`src/verilog/noc_defines.svh`:
```
`ifndef NOC_DEFINES_SVH
`define NOC_DEFINES_SVH

// fifo slots per input, also starting credits per output
`define BUF_DEPTH 4

// holds 0..BUF_DEPTH
`define CREDIT_W ($clog2(`BUF_DEPTH) + 1)

`define DATA_W 32
`define COORD_W 4
`define LEN_W 12

// local, north, east, west, south
`define NUM_PORTS 5

`endif

```
`src/verilog/nocPkg.sv`:
```
`include "noc_defines.svh"

package nocPkg;

  typedef enum logic [2:0] {
    dirLocal = 3'd0,
    dirNorth = 3'd1,
    dirEast  = 3'd2,
    dirWest  = 3'd3,
    dirSouth = 3'd4
  } portDir;

  typedef struct packed {
    logic [`COORD_W-1:0]                     destX;
    logic [`COORD_W-1:0]                     destY;
    logic [`LEN_W-1:0]                       len;      // flits incl. head
    logic [`DATA_W-2*`COORD_W-`LEN_W-1:0]   reserved;
  } headFields;

  // header on head flits, raw payload on the rest
  typedef union packed {
    headFields          head;
    logic [`DATA_W-1:0] payload;
  } flitData;

  typedef struct packed {
    logic    isHead;
    logic    isTail;
    flitData data;
  } flit;

  typedef struct packed {
    logic valid;
    flit  flt;
  } flitLink;

  typedef struct packed {
    logic              req;
    portDir            target;
    logic [`LEN_W-1:0] len;     // only meaningful while the head is at the front
  } portReq;

endpackage

```
`src/verilog/inputPort.sv`:
```
`include "noc_defines.svh"

module inputPort #(
  parameter int myX = 0,
  parameter int myY = 0
) (
  input  logic            clk,
  input  logic            rst,
  input  nocPkg::flitLink inFlit,
  output logic            creditOut,
  input  logic            pop,
  output nocPkg::portReq  req,
  output nocPkg::flit     headFlit
);

  localparam int PtrW = $clog2(`BUF_DEPTH);
  localparam logic [`COORD_W-1:0] hereX = `COORD_W'(myX);
  localparam logic [`COORD_W-1:0] hereY = `COORD_W'(myY);

  nocPkg::flit       mem [`BUF_DEPTH];
  logic [PtrW-1:0]   wrPtr;
  logic [PtrW-1:0]   rdPtr;
  logic [PtrW:0]     count;
  logic              empty;
  logic              full;
  logic              doPop;
  nocPkg::headFields dest;
  nocPkg::portDir    routeDir;
  nocPkg::portDir    heldDir;
  logic [`LEN_W-1:0] heldLen;
  logic              pktOpen;   // head popped, tail not yet

  assign empty     = (count == '0);
  assign full      = (count == (PtrW+1)'(`BUF_DEPTH));
  assign doPop     = pop && !empty;
  assign headFlit  = mem[rdPtr];
  assign dest      = headFlit.data.head;
  assign creditOut = doPop;   // one credit per flit leaving

  always_ff @(posedge clk)
  begin
    if (inFlit.valid)
      mem[wrPtr] <= inFlit.flt;
  end

  always_ff @(posedge clk)
  begin
    if (rst)
    begin
      wrPtr <= '0;
      rdPtr <= '0;
      count <= '0;
    end
    else
    begin
      if (inFlit.valid)
        wrPtr <= wrPtr + 1'b1;
      if (doPop)
        rdPtr <= rdPtr + 1'b1;
      count <= count + (PtrW+1)'(inFlit.valid) - (PtrW+1)'(doPop);
    end
  end

  // XY order, x first
  always_comb
  begin
    routeDir = nocPkg::dirLocal;
    if (dest.destX > hereX)
      routeDir = nocPkg::dirEast;
    else if (dest.destX < hereX)
      routeDir = nocPkg::dirWest;
    else if (dest.destY > hereY)
      routeDir = nocPkg::dirNorth;
    else if (dest.destY < hereY)
      routeDir = nocPkg::dirSouth;
  end

  always_ff @(posedge clk)
  begin
    if (rst)
      pktOpen <= 1'b0;
    else if (doPop)
      pktOpen <= !headFlit.isTail;
  end

  always_ff @(posedge clk)
  begin
    if (doPop && headFlit.isHead)
    begin
      heldDir <= routeDir;
      heldLen <= dest.len;
    end
  end

  always_comb
  begin
    req.req    = !empty;
    req.target = pktOpen ? heldDir : routeDir;   // body flits follow the head
    req.len    = pktOpen ? heldLen : dest.len;
  end

  // upstream sender runs out of credits before this can happen
  noOverflow: assert property (@(posedge clk) disable iff (rst) inFlit.valid |-> !full)
    else $error("flit arrived at a full input fifo");

endmodule

```
`src/verilog/meshRouter.sv`:
```
`include "noc_defines.svh"

module meshRouter #(
  parameter int myX = 0,
  parameter int myY = 0
) (
  input  logic                             clk,
  input  logic                             rst,
  input  nocPkg::flitLink [`NUM_PORTS-1:0] inLinks,
  output logic [`NUM_PORTS-1:0]            creditsOut,
  output nocPkg::flitLink [`NUM_PORTS-1:0] outLinks,
  input  logic [`NUM_PORTS-1:0]            creditsIn
);

  nocPkg::portReq [`NUM_PORTS-1:0] reqs;
  nocPkg::flit [`NUM_PORTS-1:0]    heads;
  logic [`NUM_PORTS-1:0]           popByOut [`NUM_PORTS];   // per output, bit per input
  logic [`NUM_PORTS-1:0]           inPop;

  always_comb
  begin
    inPop = '0;
    for (int o = 0; o < `NUM_PORTS; o++)
      inPop = inPop | popByOut[o];
  end

  for (genvar i = 0; i < `NUM_PORTS; i++)
  begin : gIn
    inputPort #(
      .myX (myX),
      .myY (myY)
    ) inPort (
      .clk       (clk),
      .rst       (rst),
      .inFlit    (inLinks[i]),
      .creditOut (creditsOut[i]),
      .pop       (inPop[i]),
      .req       (reqs[i]),
      .headFlit  (heads[i])
    );
  end

  for (genvar o = 0; o < `NUM_PORTS; o++)
  begin : gOut
    outputPort outPort (
      .clk      (clk),
      .rst      (rst),
      .myDir    (nocPkg::portDir'(o)),
      .reqs     (reqs),
      .heads    (heads),
      .creditIn (creditsIn[o]),
      .outFlit  (outLinks[o]),
      .pops     (popByOut[o])
    );
  end

endmodule

```
`src/verilog/outputArbiter.sv`:
```
`include "noc_defines.svh"

module outputArbiter (
  input  logic                            clk,
  input  logic                            rst,
  input  nocPkg::portReq [`NUM_PORTS-1:0] reqs,
  input  nocPkg::portDir                  myDir,
  input  logic                            advance,
  output logic [`NUM_PORTS-1:0]           grant,
  output logic                            busy
);

  localparam int IdxW = $clog2(`NUM_PORTS);

  logic [`NUM_PORTS-1:0] wants;
  logic [IdxW-1:0]       prio;        // first input looked at when idle
  logic [IdxW-1:0]       curIdx;
  logic [IdxW-1:0]       pickIdx;
  logic                  pickValid;
  logic [`LEN_W-1:0]     remaining;   // flits left in the granted packet

  function automatic logic [IdxW-1:0] nextPort(input logic [IdxW-1:0] idx);
    return (idx == IdxW'(`NUM_PORTS - 1)) ? '0 : idx + 1'b1;
  endfunction

  always_comb
  begin
    for (int i = 0; i < `NUM_PORTS; i++)
      wants[i] = reqs[i].req && (reqs[i].target == myDir);
  end

  // rotating search from prio
  always_comb
  begin
    int idx;
    pickValid = 1'b0;
    pickIdx   = prio;
    for (int k = 0; k < `NUM_PORTS; k++)
    begin
      idx = (int'(prio) + k) % `NUM_PORTS;
      if (!pickValid && wants[idx])
      begin
        pickValid = 1'b1;
        pickIdx   = IdxW'(idx);
      end
    end
  end

  always_ff @(posedge clk)
  begin
    if (rst)
    begin
      busy      <= 1'b0;
      grant     <= '0;
      prio      <= '0;   // local first after reset
      curIdx    <= '0;
      remaining <= '0;
    end
    else if (!busy)
    begin
      if (pickValid)
      begin
        busy      <= 1'b1;
        grant     <= `NUM_PORTS'(1) << pickIdx;
        curIdx    <= pickIdx;
        remaining <= reqs[pickIdx].len;
      end
    end
    else if (advance)
    begin
      if (remaining <= `LEN_W'(1))
      begin
        // times up so the next port gets its turn
        busy  <= 1'b0;
        grant <= '0;
        prio  <= nextPort(curIdx);
      end
      else
        remaining <= remaining - 1'b1;
    end
  end

  grantOneHot: assert property (@(posedge clk) disable iff (rst)
    $onehot0(grant) && (busy == (grant != '0)))
    else $error("arbiter grant not one-hot or out of step with busy");

endmodule

```
`src/verilog/outputPort.sv`:
```
`include "noc_defines.svh"

module outputPort (
  input  logic                            clk,
  input  logic                            rst,
  input  nocPkg::portDir                  myDir,
  input  nocPkg::portReq [`NUM_PORTS-1:0] reqs,
  input  nocPkg::flit [`NUM_PORTS-1:0]    heads,
  input  logic                            creditIn,
  output nocPkg::flitLink                 outFlit,
  output logic [`NUM_PORTS-1:0]           pops
);

  logic [`NUM_PORTS-1:0] grant;
  logic                  busy;
  logic [`NUM_PORTS-1:0] ready;
  logic                  send;
  logic                  hasCredit;
  logic [`CREDIT_W-1:0]  credits;   // free slots downstream
  nocPkg::flit           selFlit;
  logic                  outValid;
  nocPkg::flit           outData;

  outputArbiter arb (
    .clk     (clk),
    .rst     (rst),
    .reqs    (reqs),
    .myDir   (myDir),
    .advance (send),
    .grant   (grant),
    .busy    (busy)
  );

  // crossbar column for this output
  always_comb
  begin
    selFlit = '0;
    for (int i = 0; i < `NUM_PORTS; i++)
    begin
      ready[i] = reqs[i].req;
      if (grant[i])
        selFlit = heads[i];
    end
  end

  assign hasCredit = (credits != '0);
  assign pops      = grant & ready & {`NUM_PORTS{busy && hasCredit}};
  assign send      = |pops;

  always_ff @(posedge clk)
  begin
    if (rst)
      credits <= `CREDIT_W'(`BUF_DEPTH);
    else
      credits <= credits + `CREDIT_W'(creditIn) - `CREDIT_W'(send);
  end

  always_ff @(posedge clk)
  begin
    if (rst)
      outValid <= 1'b0;
    else
      outValid <= send;
  end

  always_ff @(posedge clk)
  begin
    if (send)
      outData <= selFlit;
  end

  assign outFlit = '{valid: outValid, flt: outData};

  // downstream returns no more credits than it has slots
  creditBound: assert property (@(posedge clk) disable iff (rst)
    credits <= `CREDIT_W'(`BUF_DEPTH))
    else $error("output credit count above buffer depth");

endmodule

```
`config.mk`:
```
export PLATFORM = sky130hd
export DESIGN_NAME = meshRouter
export DESIGN_NICKNAME = d
export VERILOG_FILES = /design/src/verilog/nocPkg.sv /design/src/verilog/inputPort.sv /design/src/verilog/meshRouter.sv /design/src/verilog/outputArbiter.sv /design/src/verilog/outputPort.sv
export VERILOG_INCLUDE_DIRS = /design/src /design/src/verilog
export SDC_FILE = /design/constraint.sdc
export NUM_CORES = 2
export LEC_CHECK = 0
export BUFFER_PORTS_ARGS = -buffer_cell sky130_fd_sc_hd__clkbuf_2
export CORE_MARGIN = 4
export CORE_UTILIZATION = 55
export CTS_CLUSTER_DIAMETER = 80
export DETAILED_ROUTE_END_ITERATION = 12
export PLACE_DENSITY = 0.73
export SLEW_MARGIN = 20
export SYNTH_ARGS = -nofsm -noshare
export SYNTH_HDL_FRONTEND = slang
export SYNTH_SLANG_ARGS = --single-unit
```
`constraint.sdc`:
```
create_clock -name clk -period 11.81 [get_ports clk]
set_input_delay 3.543 -clock clk [delete_from_list [all_inputs] [get_ports clk]]
set_output_delay 3.543 -clock clk [all_outputs]
set_load 0.03 [all_outputs]
```
==> impl_metrics.toml <==
[run_status]
status = "finished, final reports clean"

[synthesis]
synth_flop_cell = "edfxtp_1"
synth_cell_types = 103
ys_warn_count = 0
seq_area_frac_synth_pct = 56.0
muxShareOfSynthArea_pct = 10.9
synth-compound-area-share_pct = 14.6
yosysMostFrequentCell = "edfxtp_1"
async_flop_share_pct = 0
yosysTopAreaCell = "edfxtp_1"
synth_fa_ha_area_share_pct = 3.13
synth_area_leaders = "edfxtp_1 49%, mux4_2 6.9%, dfxtp_1 6.6%"
netlist.area_leader.share_pct = 49.4
synth_nets = 5085
synthSimpleGateAreaFrac_pct = 10.7
synth_edf_count = 920
syn_area_per_cell_um2 = 11.7
netlist_top_cells_count = "920 x edfxtp_1, 565 x nor2_1, 504 x a21oi_1, 314 x nand2_1, 257 x o21ai_0"
synth_xor_area_share_pct = 1.39
synth_top_family_by_area = "compound AO/OA/AOI/OAI gates"
synth_seq_cells = 1104
syn_area_um2 = 55900
syn_inst = 4769

[cts]
clk_pin_slew_ns = 0.06
clock-sinks = 1104
holdBufCountCts = 0
h-tree-depth = 3
cts-resized-gates = 0
cts_root_buf = "clkbuf_16"
clock_latency_ns = 0.72
cts_made_buffers = 109
clockBufferDepth = 3
post_cts_buffers = 0
cts_tree = "built"

[global_routing]
grtUsageMet1_pct = 41.2
grt_pass1_vias = 40500
grt_usage_pct = 33.3
overflow = 0
grt_util_met2_pct = 52.4
antenna_found_initial = 28
gr-max-usage-layer = "met2"
grt_max_degree = 72
grtUsageMet3_pct = 6.41
grt_pass1_wl_mm = 264

[worst_hold_path]
min_path_type = "reg -> reg"

[sta]
finalHoldViolCount = 0
slew_violations = 0
finClkSkew_ns = 0.0288
max_clock_freq_mhz = 139
timing.setup.tns_ns = 0
worstMarginPinSlew_ns = 1.25
slew_headroom_pct = 14.4
hold_slack_ns = 0.462
finalSetupViolations = 0
fin_crit_ns = 7.20
post-route-period-util_pct = 61.0
grt_setup_unrepaired = "false"

[worst_setup_path]
critPathArrivalTime_ns = 3.66
worst_setup_path_end_kind = "output port"
cp-start-kind = "register"
ff2ff_setup_slack_ns = 5.10
required_ns = 8.27
path_class = "reg -> out"
crit_fanout = 15

[drt]
drcViolationCount = 0
drtIter0Drc = 6371
dr.pass1.iters = 9
drt-total-wl_mm = 182
ant_nets = 0
vias_per_cell = 6.55
vias = 42400
routedWlPerCell_um = 28.1

[pwr]
vdd.ir_drop.worst_mv = 0.140
p_per_area_nw_per_um2 = 172
p_leak_nw = 21.9

[final_layout]
drive_gt1_share_pct = 18.2
fillCellCount = 7846
syn_to_final_growth_pct = 11.5
multiInputGateArea_um2 = 22900
seqCellArea_um2 = 31300
nets = 5316

[flow_run]
max-cap-violations = 0

[floorplan]
io-pin-count = 362
std_cell_rows = 116
core_um2 = 100000
initial_utilization_pct = 55.7
die_area_um2 = 107000
die_height_um = 327
die_w_um = 327

[placement]
dp_hpwl_mm = 126
portBuffers = 361
routabilityCongestion = 0.984
[report_power, final]
part / switching, W / internal, W / total (W)
logic: 0.00176 / 0.000823 / 0.00258
clock network: 0.00150 / 0.00195 / 0.00346
registers: 0.000158 / 0.00452 / 0.00468
total: 0.00342 / 0.00729 / 0.0107
[through the flow]
stage               power [W]  util (%)  area [µm²]  cells  setup slack [ns]
floorplan             0.00638         -       55900   4769              6.29
global placement      0.00719      58.5       58800   6246              5.33
detailed placement    0.00722      58.5       58800   6246              5.18
CTS                    0.0106      62.0       62300   6448              4.77
global route           0.0111      62.1       62400   6471              4.47
finish                 0.0107      62.1       62400   6476              4.61
[worst max-delay path, stage by stage, from the launching register on]
cell      delay (ns)
dfxtp_1         0.70
inv_1           0.30
nor2_1          0.61
a22oi_1         0.19
a21oi_1         0.76
clkbuf_2        0.38
[metal layers]
metal	wire length, µm	part of all wire, %	up-vias
li1	-	-	18600
met1	63000	35	20400
met2	84200	46	2753
met3	18800	10	666
met4	15900	8.7	6
met5	40	0.022	-
[cells in the final DEF, fill, tap and decap left out, types with 14 or more instances in the layout]
master and count:
a211oi_1 54, a21o_1 15, a21oi_1 504, a221oi_1 18
a22oi_1 210, a31oi_1 29, and2_1 46, and3_1 16
buf_4 71, clkbuf_1 23, clkbuf_16 110, clkbuf_2 360
clkinv_1 24, clkinv_2 19, dfxtp_1 164, dfxtp_2 20
diode_2 28, edfxtp_1 920, ha_1 124, inv_1 132
mux2_2 75, mux2i_1 131, mux4_2 172, nand2_1 314
nand2b_1 38, nand3_1 46, nand4_1 15, nor2_1 565
nor2b_1 35, nor3_1 71, nor4_1 27, o211ai_1 23
o21ai_0 257, o221ai_1 14, o31ai_1 16, or3_1 21
or4_1 14, xnor2_1 67, xor2_1 22
[registers in the layout, indices dropped and copies added, names as in the netlist, named ones only]
signal                      flops
gIn.inPort.count               15
gIn.inPort.heldDir             10
gIn.inPort.heldLen             60
gIn.inPort.mem                680
gIn.inPort.pktOpen              5
gIn.inPort.rdPtr               10
gIn.inPort.wrPtr               10
gOut.outPort.arb.busy           5
gOut.outPort.arb.curIdx        12
gOut.outPort.arb.grant         25
gOut.outPort.arb.prio          12
gOut.outPort.arb.remaining     60
gOut.outPort.credits           15
gOut.outPort.outFlit          170
gOut.outPort.outValid           5
[final cells by class]
type	count	share of cell area, %
Tap cell	1357	2.72
Clock buffer	139	4.68
Clock inverter	63	0.995
Multi-Input combinational cell	3210	36.6
Antenna cell	28	0.112
Timing Repair Buffer	432	3.76
Inverter	143	0.860
Sequential cell	1104	50.2
[worst paths after layout]
path / start / endpoint / cells after the start
max: gOut[2].outPort.arb.busy / creditsOut[3] / 5
min: gOut[4].outPort.arb.busy / gOut[4].outPort.arb.busy / 1
max reg2reg: gOut[3].outPort.arb.prio[0] / gOut[3].outPort.arb.remaining[9] / 20
min reg2reg: gOut[4].outPort.arb.busy / gOut[4].outPort.arb.busy / 1
[logic make-up after synthesis]
logic type	count (synthesis)
fa+ha+maj	134
mux	385
flops	1104
simple gates	1297
buf+inv	455
compound gates	1305
xor+xnor	89
Power figures use the tool's default switching activity.
